$ cat src/common/audio_pkg.sv
package audio_pkg;

    ////////////////////////////////////////
    // sizes
    ////////////////////////////////////////

    localparam int SAMPLE_W   = 24;   // pcm sample width
    localparam int COEF_W     = 16;   // signed q1.15
    localparam int MAX_TAPS   = 16;   // coef memory and delay line depth
    localparam int TAP_ADDR_W = 4;    // tap / coef index width
    localparam int ACC_W      = 48;   // mac accumulator
    localparam int FRAC_SHIFT = 15;   // drop q1.15 fraction before saturation

    ////////////////////////////////////////
    // shared types
    ////////////////////////////////////////

    // one stereo sample
    typedef struct packed {
        logic signed [SAMPLE_W-1:0] left;
        logic signed [SAMPLE_W-1:0] right;
    } pcm_pair_t;

    // one set of i2s lines
    typedef struct packed {
        logic sclk;    // system clock line, passed along only
        logic bclk;    // bit clock
        logic lrclk;   // word select, low = left
        logic data;    // serial data, msb first
    } i2s_bus_t;

    // coef word as the host writes it
    typedef struct packed {
        logic [7:0] msb;
        logic [7:0] lsb;
    } coef_bytes_t;

    // host sees byte pairs, the mac sees a signed value
    typedef union packed {
        coef_bytes_t              bytes;
        logic signed [COEF_W-1:0] value;
    } coef_word_u;

    // host control byte, field order puts bypass in bit 0
    typedef struct packed {
        logic [4:0] reserved;
        logic       coef_rst;       // bit 2, level
        logic       audio_enable;   // bit 1
        logic       bypass;         // bit 0
    } audio_ctrl_t;

endpackage

$ cat src/i2s/i2s_rx.sv
`timescale 1ns/1ns

module i2s_rx import audio_pkg::*; (
    input  logic      clk,
    input  logic      arst_n,
    input  i2s_bus_t  i2s_in,
    output pcm_pair_t rx_pcm,
    output logic      l_stb,
    output logic      r_stb,
    output i2s_bus_t  bus_sync
);

    ////////////////////////////////////////
    // line synchronizer
    ////////////////////////////////////////

    i2s_bus_t sync_q1;
    i2s_bus_t sync_q2;

    always_ff @(posedge clk or negedge arst_n) begin
        if (!arst_n) begin
            sync_q1 <= '0;
            sync_q2 <= '0;
        end else begin
            sync_q1 <= i2s_in;
            sync_q2 <= sync_q1;
        end
    end

    assign bus_sync = sync_q2;   // tx reuses these clocks

    ////////////////////////////////////////
    // deserializer
    ////////////////////////////////////////

    logic                bclk_prev;   // for edge detect
    logic                lr_prev;     // lrclk at last bclk rise
    logic [SAMPLE_W-1:0] shift_q;
    logic [4:0]          bit_cnt;     // rises since last lrclk change, saturating
    logic                bclk_rise;
    logic                lr_change;
    logic [SAMPLE_W-1:0] word_done;

    assign bclk_rise = sync_q2.bclk & ~bclk_prev;
    assign lr_change = sync_q2.lrclk ^ lr_prev;

    // lsb of a word lands on the first rise after lrclk flips (1 bit i2s delay)
    assign word_done = {shift_q[SAMPLE_W-2:0], sync_q2.data};

    always_ff @(posedge clk or negedge arst_n) begin
        if (!arst_n) begin
            bclk_prev <= 1'b0;
            lr_prev   <= 1'b0;
            shift_q   <= '0;
            bit_cnt   <= '0;
            rx_pcm    <= '0;
            l_stb     <= 1'b0;
            r_stb     <= 1'b0;
        end else begin
            bclk_prev <= sync_q2.bclk;
            l_stb     <= 1'b0;
            r_stb     <= 1'b0;
            if (bclk_rise) begin
                shift_q <= word_done;
                lr_prev <= sync_q2.lrclk;
                if (lr_change) begin
                    bit_cnt <= '0;
                    // drop partial words seen right after reset
                    if (bit_cnt >= 5'(SAMPLE_W - 1)) begin
                        if (lr_prev) begin
                            rx_pcm.right <= word_done;
                            r_stb        <= 1'b1;
                        end else begin
                            rx_pcm.left <= word_done;
                            l_stb       <= 1'b1;
                        end
                    end
                end else if (bit_cnt != 5'h1f) begin
                    bit_cnt <= bit_cnt + 5'd1;
                end
            end
        end
    end

endmodule

$ cat src/i2s/i2s_tx.sv
`timescale 1ns/1ns

module i2s_tx import audio_pkg::*; (
    input  logic      clk,
    input  logic      arst_n,
    input  i2s_bus_t  bus_sync,
    input  pcm_pair_t tx_pcm,
    output i2s_bus_t  tx_bus
);

    logic [SAMPLE_W-1:0] shift_q;   // word in flight, msb at the top
    logic                bclk_fall;
    logic                lr_change;

    // tx_bus holds last cycle's clocks, so it doubles as the edge detector
    assign bclk_fall = tx_bus.bclk & ~bus_sync.bclk;
    assign lr_change = tx_bus.lrclk ^ bus_sync.lrclk;

    ////////////////////////////////////////
    // serializer
    ////////////////////////////////////////

    always_ff @(posedge clk or negedge arst_n) begin
        if (!arst_n) begin
            shift_q      <= '0;
            tx_bus.data  <= 1'b0;
        end else if (bclk_fall) begin
            // top bit goes out first, which on an lrclk change is the
            // old word's lsb, giving the one bit i2s delay
            tx_bus.data <= shift_q[SAMPLE_W-1];
            if (lr_change) begin
                // new slot, grab the latest filter result for it
                shift_q <= bus_sync.lrclk ? tx_pcm.right : tx_pcm.left;
            end else begin
                shift_q <= {shift_q[SAMPLE_W-2:0], 1'b0};
            end
        end
    end

    ////////////////////////////////////////
    // clock pass-through
    ////////////////////////////////////////

    // clocks take the same one-cycle delay as data, edges line up at the dac
    always_ff @(posedge clk or negedge arst_n) begin
        if (!arst_n) begin
            tx_bus.sclk  <= 1'b0;
            tx_bus.bclk  <= 1'b0;
            tx_bus.lrclk <= 1'b0;
        end else begin
            tx_bus.sclk  <= bus_sync.sclk;
            tx_bus.bclk  <= bus_sync.bclk;
            tx_bus.lrclk <= bus_sync.lrclk;
        end
    end

    // data changes on the cycle bclk falls at the output, dac samples on rise
    // half a bit later, so nothing else is needed for alignment

endmodule

$ cat src/fir/fir_coef_ram.sv
`timescale 1ns/1ns

module fir_coef_ram import audio_pkg::*; (
    input  logic                  clk,
    input  logic                  arst_n,
    input  logic                  coef_rst,
    input  logic                  coef_wr_en,
    input  logic [7:0]            coef_wr_lsb,
    input  logic [7:0]            coef_wr_msb,
    input  logic [TAP_ADDR_W-1:0] rd_addr,
    output coef_word_u            rd_coef,
    output logic                  wr_addr_zero
);

    coef_word_u            mem [MAX_TAPS];
    logic [TAP_ADDR_W-1:0] wr_ptr;
    coef_word_u            wr_word;
    logic                  wr_go;

    assign wr_word.bytes.msb = coef_wr_msb;
    assign wr_word.bytes.lsb = coef_wr_lsb;
    assign wr_go = coef_wr_en & ~coef_rst;   // no writes while pointer is held

    // pointer, wraps at MAX_TAPS by width
    always_ff @(posedge clk or negedge arst_n) begin
        if (!arst_n) begin
            wr_ptr <= '0;
        end else if (coef_rst) begin
            wr_ptr <= '0;   // level, contents untouched
        end else if (wr_go) begin
            wr_ptr <= wr_ptr + TAP_ADDR_W'(1);
        end
    end

    always_ff @(posedge clk) begin
        if (wr_go) begin
            mem[wr_ptr] <= wr_word;
        end
    end

    assign rd_coef      = mem[rd_addr];        // async read for the mac
    assign wr_addr_zero = (wr_ptr == '0);

endmodule

$ cat src/fir/fir_filter.sv
`timescale 1ns/1ns

module fir_filter import audio_pkg::*; (
    input  logic                  clk,
    input  logic                  arst_n,
    input  logic                  audio_enable,
    input  logic [7:0]            taps_per_filter,
    input  pcm_pair_t             in_pcm,
    input  logic                  l_stb,
    input  logic                  r_stb,
    output logic [TAP_ADDR_W-1:0] coef_rd_addr,
    input  coef_word_u            coef_rd,
    output pcm_pair_t             fir_out,
    output logic                  done_l,
    output logic                  done_r
);

    logic signed [SAMPLE_W-1:0] dl_l [MAX_TAPS];   // x[n-k] at index k
    logic signed [SAMPLE_W-1:0] dl_r [MAX_TAPS];

    logic                  mac_busy;   // one tap per cycle
    logic                  mac_fin;    // round and write back
    logic                  mac_ch;     // 0 = left, 1 = right
    logic [TAP_ADDR_W-1:0] tap_idx;
    logic [TAP_ADDR_W-1:0] last_idx;
    logic                  start;

    logic signed [SAMPLE_W-1:0] tap_sample;
    logic signed [ACC_W-1:0]    product;
    logic signed [ACC_W-1:0]    acc;
    logic signed [ACC_W-1:0]    rounded;
    logic signed [ACC_W-1:0]    scaled;
    logic                       sat_hi;
    logic                       sat_lo;
    logic [SAMPLE_W-1:0]        sat_result;

    ////////////////////////////////////////
    // shared datapath
    ////////////////////////////////////////

    assign start        = (l_stb | r_stb) & audio_enable;
    assign coef_rd_addr = tap_idx;
    assign tap_sample   = mac_ch ? dl_r[tap_idx] : dl_l[tap_idx];
    assign product      = ACC_W'(coef_rd.value) * ACC_W'(tap_sample);   // single multiplier

    // round half up, drop fraction, clamp to 24 bits
    assign rounded = acc + (ACC_W'(1) <<< (FRAC_SHIFT - 1));
    assign scaled  = rounded >>> FRAC_SHIFT;
    assign sat_hi  = ~scaled[ACC_W-1] & (|scaled[ACC_W-2:SAMPLE_W-1]);
    assign sat_lo  = scaled[ACC_W-1] & ~(&scaled[ACC_W-2:SAMPLE_W-1]);

    always_comb begin
        if (sat_hi) begin
            sat_result = {1'b0, {(SAMPLE_W-1){1'b1}}};
        end else if (sat_lo) begin
            sat_result = {1'b1, {(SAMPLE_W-1){1'b0}}};
        end else begin
            sat_result = scaled[SAMPLE_W-1:0];
        end
    end

    always_ff @(posedge clk) begin
        if (start) begin
            acc <= '0;
        end else if (mac_busy) begin
            acc <= acc + product;
        end
    end

    ////////////////////////////////////////
    // control and delay lines
    ////////////////////////////////////////

    always_ff @(posedge clk or negedge arst_n) begin
        if (!arst_n) begin
            mac_busy <= 1'b0;
            mac_fin  <= 1'b0;
            mac_ch   <= 1'b0;
            tap_idx  <= '0;
            last_idx <= '0;
            done_l   <= 1'b0;
            done_r   <= 1'b0;
            fir_out  <= '0;
            for (int k = 0; k < MAX_TAPS; k++) begin
                dl_l[k] <= '0;
                dl_r[k] <= '0;
            end
        end else begin
            done_l <= 1'b0;
            done_r <= 1'b0;
            if (start) begin
                mac_busy <= 1'b1;
                mac_ch   <= ~l_stb;
                tap_idx  <= '0;
                // taps of 0 means 16, the subtract wraps to 15
                last_idx <= taps_per_filter[TAP_ADDR_W-1:0] - TAP_ADDR_W'(1);
                for (int k = MAX_TAPS - 1; k > 0; k--) begin
                    if (l_stb) dl_l[k] <= dl_l[k-1];
                    else       dl_r[k] <= dl_r[k-1];
                end
                if (l_stb) dl_l[0] <= in_pcm.left;
                else       dl_r[0] <= in_pcm.right;
            end else if (l_stb | r_stb) begin
                // filter off, straight copy and delay lines frozen
                if (l_stb) fir_out.left  <= in_pcm.left;
                if (r_stb) fir_out.right <= in_pcm.right;
            end else if (mac_busy) begin
                tap_idx <= tap_idx + TAP_ADDR_W'(1);
                if (tap_idx == last_idx) begin
                    mac_busy <= 1'b0;
                    mac_fin  <= 1'b1;
                end
            end else if (mac_fin) begin
                mac_fin <= 1'b0;   // done lands taps+2 after the strobe
                if (mac_ch) begin
                    fir_out.right <= sat_result;
                    done_r        <= 1'b1;
                end else begin
                    fir_out.left <= sat_result;
                    done_l       <= 1'b1;
                end
            end
        end
    end

endmodule

$ cat src/design/audio_proc_top.sv
`timescale 1ns/1ns

module audio_proc_top import audio_pkg::*; (
    input  logic        clk,
    input  logic        arst_n,
    input  i2s_bus_t    i2s_in,
    input  audio_ctrl_t ctrl,
    input  logic [7:0]  taps_per_filter,
    input  logic        coef_wr_en,
    input  logic [7:0]  coef_wr_lsb,
    input  logic [7:0]  coef_wr_msb,
    output i2s_bus_t    dac,
    output logic        dac_rst,
    output logic        wr_addr_zero
);

    ////////////////////////////////////////
    // control byte
    ////////////////////////////////////////

    logic bypass;
    logic audio_enable;
    logic coef_rst;

    assign bypass       = ctrl.bypass;
    assign audio_enable = ctrl.audio_enable;
    assign coef_rst     = ctrl.coef_rst;
    assign dac_rst      = ~arst_n;   // dac held in reset with us

    pcm_pair_t             rx_pcm;
    logic                  l_stb;
    logic                  r_stb;
    i2s_bus_t              bus_sync;
    logic [TAP_ADDR_W-1:0] coef_rd_addr;
    coef_word_u            coef_rd;
    pcm_pair_t             fir_out;
    i2s_bus_t              tx_bus;

    i2s_rx rx_i (
        .clk      (clk),
        .arst_n   (arst_n),
        .i2s_in   (i2s_in),
        .rx_pcm   (rx_pcm),
        .l_stb    (l_stb),
        .r_stb    (r_stb),
        .bus_sync (bus_sync)
    );

    fir_coef_ram coef_ram_i (
        .clk          (clk),
        .arst_n       (arst_n),
        .coef_rst     (coef_rst),
        .coef_wr_en   (coef_wr_en),
        .coef_wr_lsb  (coef_wr_lsb),
        .coef_wr_msb  (coef_wr_msb),
        .rd_addr      (coef_rd_addr),
        .rd_coef      (coef_rd),
        .wr_addr_zero (wr_addr_zero)
    );

    fir_filter fir_i (
        .clk             (clk),
        .arst_n          (arst_n),
        .audio_enable    (audio_enable),
        .taps_per_filter (taps_per_filter),
        .in_pcm          (rx_pcm),
        .l_stb           (l_stb),
        .r_stb           (r_stb),
        .coef_rd_addr    (coef_rd_addr),
        .coef_rd         (coef_rd),
        .fir_out         (fir_out),
        .done_l          (),   // tx picks results up on lrclk, no need here
        .done_r          ()
    );

    i2s_tx tx_i (
        .clk      (clk),
        .arst_n   (arst_n),
        .bus_sync (bus_sync),
        .tx_pcm   (fir_out),
        .tx_bus   (tx_bus)
    );

    ////////////////////////////////////////
    // dac output mux
    ////////////////////////////////////////

    always_ff @(posedge clk or negedge arst_n) begin
        if (!arst_n) begin
            dac <= '0;
        end else begin
            dac <= bypass ? i2s_in : tx_bus;   // raw lines or processed, one flop either way
        end
    end

endmodule

$ cat config.mk
export PLATFORM = sky130hd
export DESIGN_NAME = audio_proc_top
export DESIGN_NICKNAME = d
export VERILOG_FILES = /design/src/common/audio_pkg.sv /design/src/i2s/i2s_rx.sv /design/src/i2s/i2s_tx.sv /design/src/fir/fir_coef_ram.sv /design/src/fir/fir_filter.sv /design/src/design/audio_proc_top.sv
export SDC_FILE = /design/constraint.sdc
export NUM_CORES = 2
export LEC_CHECK = 0
export BUFFER_PORTS_ARGS = -buffer_cell sky130_fd_sc_hd__buf_2
export CELL_PAD_IN_SITES_DETAIL_PLACEMENT = 0
export CELL_PAD_IN_SITES_GLOBAL_PLACEMENT = 2
export CORE_UTILIZATION = 30
export CTS_BUF_LIST = sky130_fd_sc_hd__clkbuf_8
export DETAILED_ROUTE_END_ITERATION = 8
export PLACE_DENSITY = 0.53
export SYNTH_ARGS = -nofsm -noshare
export SYNTH_HDL_FRONTEND = slang
export SYNTH_SLANG_ARGS = --single-unit
$ cat constraint.sdc
create_clock -name clk -period 12.5 [get_ports clk]
set_input_delay 2.5 -clock clk [delete_from_list [all_inputs] [get_ports clk]]
set_output_delay 2.5 -clock clk [all_outputs]
set_load 0.05 [all_outputs]
After elaboration in Yosys (flattened, before gate mapping)
Memory sizes are Yosys's and may differ from the RTL's.
Index checks and enable logic that the tools add are counted.
{"block": "word_totals", "reg_bits": 998, "mem_bits_rw": 256, "input_bits": 39, "output_inout_bits": 6, "memories": 1}
{"block": "op_classes", "addsub": 6, "multipliers": 1, "n_lt_le_gt_ge": 2, "eq_ne": 8, "mux": 42, "n_bitwise": 20, "n_reduce_logical": 17}
{"name": "coef_ram_i.mem", "depth": 16, "word_bits": 16, "read_ports": 1, "rd_clocked_by_memory_dff": 0, "write_ports": 1, "line": "fir_coef_ram.sv:15", "rtl": "coef_word_u mem [MAX_TAPS];"}
{"operator": "$mux 24", "count": 13}
{"operator": "$bmux 24 s4", "count": 2}
{"operator": "$mux 48", "count": 3}
{"operator": "$add 48x16->48 const B", "count": 1}
{"operator": "$add 48x48->48", "count": 1}
{"operator": "$mul 16x24->40", "count": 1}
{"operator": "$mux 4", "count": 6}
{"operator": "$mux 1", "count": 16}
{"operator": "$ge 5x5->1 const B", "count": 2}
{"operator": "$mux 5", "count": 2}
{"operator": "$ne 2x2->1 const B", "count": 5}
{"operator": "$not 1->1", "count": 10}
{"operator": "$reduce_and 10->1", "count": 1}
{"operator": "$reduce_and 5->1", "count": 2}
{"operator": "$reduce_bool 2->1", "count": 5}
{"operator": "$reduce_or 10->1", "count": 1}
{"operator": "$add 4x1->4 const B", "count": 2}
{"operator": "$reduce_and 2->1", "count": 4}
{"operator": "$reduce_and 4->1", "count": 2}
{"operator": "$and 1x1->1", "count": 6}
{"operator": "$add 5x1->5 const B", "count": 1}
{"operator": "$ne 5x5->1 const B", "count": 1}
{"operator": "$not 4->5", "count": 1}
{"operator": "$eq 4x4->1", "count": 1}
{"operator": "other kinds (6)", "count": 7}

Longest topological paths before layout
{"block": "logic_depth", "depth_word": 10, "depth_mapped": 47, "mapped_depth_nobuf": 41}

Hierarchy
From an unflattened synthesis, not the netlist that was laid out.
{"block": "hier_totals", "cells_unflattened": 5103, "hier_area_um2": 70969.3}
{"mod": "fir_filter", "instances": 1, "cells_per_inst": 4335, "area_per_inst_um2": 56070.0}
{"mod": "fir_coef_ram", "instances": 1, "cells_per_inst": 440, "area_per_inst_um2": 9960.8}
{"mod": "i2s_rx", "instances": 1, "cells_per_inst": 197, "area_per_inst_um2": 3355.7}
{"mod": "i2s_tx", "instances": 1, "cells_per_inst": 122, "area_per_inst_um2": 1433.9}
{"mod": "audio_proc_top", "instances": 1, "cells_per_inst": 9, "area_per_inst_um2": 148.9}

Least setup slack after synthesis
OpenSTA, ideal clock, no wires.
{"block": "synth_path", "path_type": "register to register", "from": "register fir_i.tap_idx[1] (netlist: fir_i.coef_rd_addr[1])", "to": "register fir_i.acc[45]", "setup_ns": 0.074, "arrival_time_ns": 9.919, "setup_slack_ns": 2.507, "stages_incl_launch_ff": 40, "path_buffers": 5, "path_cell_list": "dfrtp_1 buf_2 clkbuf_1 clkbuf_1 clkbuf_1 mux4_2 a221oi_1 clkbuf_1 nor2_1 fa_1 inv_1 fa_1 fa_1 fa_1 inv_1 fa_1 inv_1 fa_1 [4 not listed] a21oi_1 nand3_1 o211a_1 or3_1 a31oi_1 o21a_1 nor2_1 xnor2_1 ha_1 nand2_1 nand2_1 a2111o_1 o221ai_1 o31ai_2 a21oi_1 or4_1 a211o_1 a31oi_1"}
{"block": "synth_via", "elab_chain_len": 7, "elab_cells_between_ends": 11}
{"element": "start, declared", "line": "fir_filter.sv:24", "rtl": "logic [TAP_ADDR_W-1:0] tap_idx;"}
{"element": "start signal, assigned", "line": "fir_filter.sv:108", "rtl": "tap_idx <= tap_idx + TAP_ADDR_W'(1);"}
{"element": "$not 4->5 (not written as such)", "line": "fir_filter.sv:43", "rtl": "assign tap_sample = mac_ch ? dl_r[tap_idx] : dl_l[tap_idx];"}
{"element": "$bmux 24 s4", "line": "fir_filter.sv:43"}
{"element": "$mux 24 (not written as such) (2 in series)", "line": "fir_filter.sv:43"}
{"element": "$mux 24", "line": "fir_filter.sv:43"}
{"element": "$mul 16x24->40 (*)", "line": "fir_filter.sv:44", "rtl": "assign product = ACC_W'(coef_rd.value) * ACC_W'(tap_sample);"}
{"element": "$add 48x48->48 (*)", "line": "fir_filter.sv:66", "rtl": "acc <= acc + product;"}
{"element": "end signal, assigned", "line": "fir_filter.sv:66"}
{"element": "end, declared", "line": "fir_filter.sv:30", "rtl": "logic signed [ACC_W-1:0] acc;"}
Every way passes the cells marked *; elsewhere a longest branch is shown, timed or not. The select of a mux whose other input is x is not followed.
A chain may end at the register's enable or synchronous reset.

Final worst setup path
{"block": "layout_path", "from": "register fir_i.tap_idx[1] (netlist: fir_i.coef_rd_addr[1])", "to": "register fir_i.acc[47]"}
The elaborated chain is that of the path after synthesis.

==> flow_summary.yaml <==
worst_setup_path:
  max_stage_delay_ns: 0.96
  crit_type: "reg -> reg"
  crit_arrival_ns: 12.12
  crit_top_cell: "fa_1"
  cp_slowest_cell: "and2_4"
  worst_setup_path_end_kind: "flop"
  cp_max_fo: 39
  worstPathRequired_ns: 13.33
  start_kind: "flop"
sta:
  final-max-slew-violation-count: 0
  fin_setup_tns_ns: 0
  setup_viol: 0
  rsz0062_at_grt: "no"
  fin_skew_ns: 0.08247
  max_freq_ghz: 0.08861
  max_slew_margin_pct: 17.17
  hold_viol: 0
  finalCriticalPeriod_ns: 11.29
  period_share_pct: 90.29
  tightest_slew_ns: 1.243
clock_tree:
  htreeDepth: 4
  clk_latency_ns: 1.00
  cts_resized: 0
  clockRootBuffer: "clkbuf_8"
  cts_tree: "yes"
  cts_made_buffers: 228
  holdBufCountCts: 0
  clockBufferDepth: 3
  postCtsSetupBuffers: 0
  path_clk_slew_ns: 0.06
  cts.sinks: 1254
finish:
  area_growth_pct: 13.44
  layout_common_cells: "dfrtp_1, mux2_2, inv_1"
  fin_nets: 6504
  stdcell_area_um2: 80750
  fin_cells: 9268
  final_common_cell: "dfrtp_1"
  drive_gt1_share_pct: 28.74
  final_core_util_pct: 34.27
placed_design:
  portBuffers: 35
  placed_cell_area_um2: 76120
  gp_congestion: 0.7715
  dp_cells: 8853
  hpwl_um: 132600
global_route:
  overflow: 0
  grt_util_all_layers_pct: 16.86
  grt_pass1_vias: 48083
  antenna_found_initial: 18
  grt_pass1_wl_um: 305100
  grt_max_degree: 178
synth:
  post_synth_and_or_nand_nor_area_fraction_pct: 6.398
  syn_nets: 6369
  synth-xor-area-share_pct: 1.403
  synth.cell_area_um2: 71190
  synth_mux_area_share_pct: 21.80
  synth_compound_area_share_pct: 7.062
  synth_top_family_by_area: "multiplexers"
  synth_area_leader_cell: "dfrtp_1"
  synth_edf_count: 256
  ys.warnings.count: 0
  synth_adder_area_share_pct: 13.31
  yosysUniqueCellTypes: 88
  yosysSeqAreaShare_pct: 45.54
  ys_ff_latch: 1254
  ys_async_sr_fraction_pct: 75.76
  yosys-top-cells-area: "dfrtp_1, mux2_2, edfxtp_1"
  avgSynthCellArea_um2: 12.28
  synthFlopType: "dfrtp_1"
  synthDominantCellAreaShare_pct: 33.39
  syn_inst: 5798
run:
  maxCapViolations: 0
floorplanning:
  die_x_um: 489.1
  dieHeight_um: 489.1
  io_pins: 45
  core_um2: 235600
  die_area_um2: 239200
  initial_core_util_pct: 30.21
  rows: 178
drt:
  drtIter0Drc: 2087
  ant_nets: 0
  wire_per_inst_um: 21.28
  dr.pass1.iters: 5
  routed_wirelength_um: 197300
  vias_per_cell: 4.804
  drcViolationCount: 0
  vias: 44520
pwr:
  max-vdd-ir-drop_uv: 87.13
  power_density_nw_per_um2: 108.0
  p_leak_nw: 38.13
hold_path:
  hold_class: "reg -> reg"
status:
  status: "finished clean"
==> state kept, by name, indices dropped and copies added (netlist names) <==
| name | flops |
|---|---|
| rx_i.l_stb | 1 |
| fir_i.mac_ch | 1 |
| rx_i.sync_q1 | 4 |
| fir_i.mac_fin | 1 |
| rx_i.lr_prev | 1 |
| tx_i.tx_bus | 4 |
| fir_i.mac_busy | 1 |
| fir_i.dl_r | 384 |
| rx_i.r_stb | 1 |
| fir_i.dl_l | 384 |
| dac | 4 |
| coef_ram_i.mem | 256 |
| rx_i.rx_pcm | 48 |
| fir_i.last_idx | 4 |
| rx_i.bus_sync | 4 |
| coef_ram_i.wr_ptr | 4 |
| rx_i.bit_cnt | 5 |
| fir_i.acc | 48 |
| rx_i.shift_q | 23 |
| fir_i.coef_rd_addr | 4 |
| fir_i.fir_out | 48 |
| tx_i.shift_q | 24 |
==> worst max-delay path: cells and delay by family, from the launching register on <==
| family | cells | cell delay, ns |
|---|---|---|
| AOI/OAI and AO/OA | 20 | 4.13 |
| and+or+nand+nor | 3 | 1.15 |
| buffers and inverters | 9 | 1.34 |
| DFF | 1 | 0.62 |
| adders and majority gates | 8 | 3.68 |
| xor gates and xnor gates | 1 | 0.19 |
==> synth_stat cells, types with 25 or more instances <==
cell type and instances:
o221ai_1 62, nor2_1 366, ha_1 157, or2_2 69, a21oi_1 210, clkbuf_1 242
edfxtp_1 256, buf_2 50, o22ai_1 51, inv_1 479, nand3_1 37, xor2_1 28
dfrtp_1 950, a211oi_1 45, dfxtp_1 48, nand2b_1 46, mux2_2 909, mux4_2 128
xnor2_1 86, nor2b_1 25, fa_1 375, mux2i_1 240, a21o_1 42, o21ai_0 190
a31oi_1 63, nand2_1 368, nor3_1 27
==> routing by layer <==
layer / track usage (%) / part of all wire (%)
met4: 4.458 / 2.3
met1: 23.84 / 49
met3: 2.814 / 3.5
met5: 0 / 0.030
met2: 26.55 / 45
==> power breakdown <==
part | switching, mW | internal (mW)
Sequential | 0.0606 | 4.23
Combinational | 0.328 | 0.182
Clock | 1.83 | 2.09
==> cells by family after synthesis <==
logic type | Yosys count
fa+ha+maj | 532
flops | 1254
simple gates | 1019
xor+xnor | 114
compound gates | 794
mux | 1277
buf+inv | 808
==> final cells by class <==
type,instances,area (um^2)
Fill cell,23662,154900
Multi-Input combinational cell,3736,35920
Sequential cell,1254,32440
Tap cell,3150,3941
Clock buffer,284,3909
Timing Repair Buffer,234,2017
Inverter,479,1798
Clock inverter,127,715.7
Antenna cell,4,10.01
==> final timing paths <==
kind                                                    from                             to  slack (ns)  cells past startpoint
max                        fir_i.coef_rd_addr[1]$_DFFE_PN0P_     fir_i.acc[47]$_SDFFE_PP0P_        1.21                     41
min                                rx_i.sync_q1[2]$_DFF_PN0_     rx_i.bus_sync[2]$_DFF_PN0_        0.34                      0
max reg2reg                fir_i.coef_rd_addr[1]$_DFFE_PN0P_     fir_i.acc[47]$_SDFFE_PP0P_        1.21                     41
min reg2reg                        rx_i.sync_q1[2]$_DFF_PN0_     rx_i.bus_sync[2]$_DFF_PN0_        0.34                      0
max in group asynchronous                             arst_n     fir_i.dl_l[83]$_DFFE_PN0P_        7.46                      5
min in group asynchronous                             arst_n  fir_i.last_idx[1]$_DFFE_PN0P_        1.38                      1
==> per-stage QoR <==
step / setup WS (ns) / hold slack [ns] / total power [mW]
after floorplan: 2.507 / 0.3312 / 4.636
after CTS: 1.041 / 0.3505 / 8.920
after global routing: 0.4989 / 0.3559 / 9.146
after detailed placement: 1.079 / 0.3358 / 4.887
final: 1.214 / 0.3415 / 8.719
after global placement: 0.9729 / 0.3337 / 4.884
No activity file was read; power rests on OpenSTA's default activity.
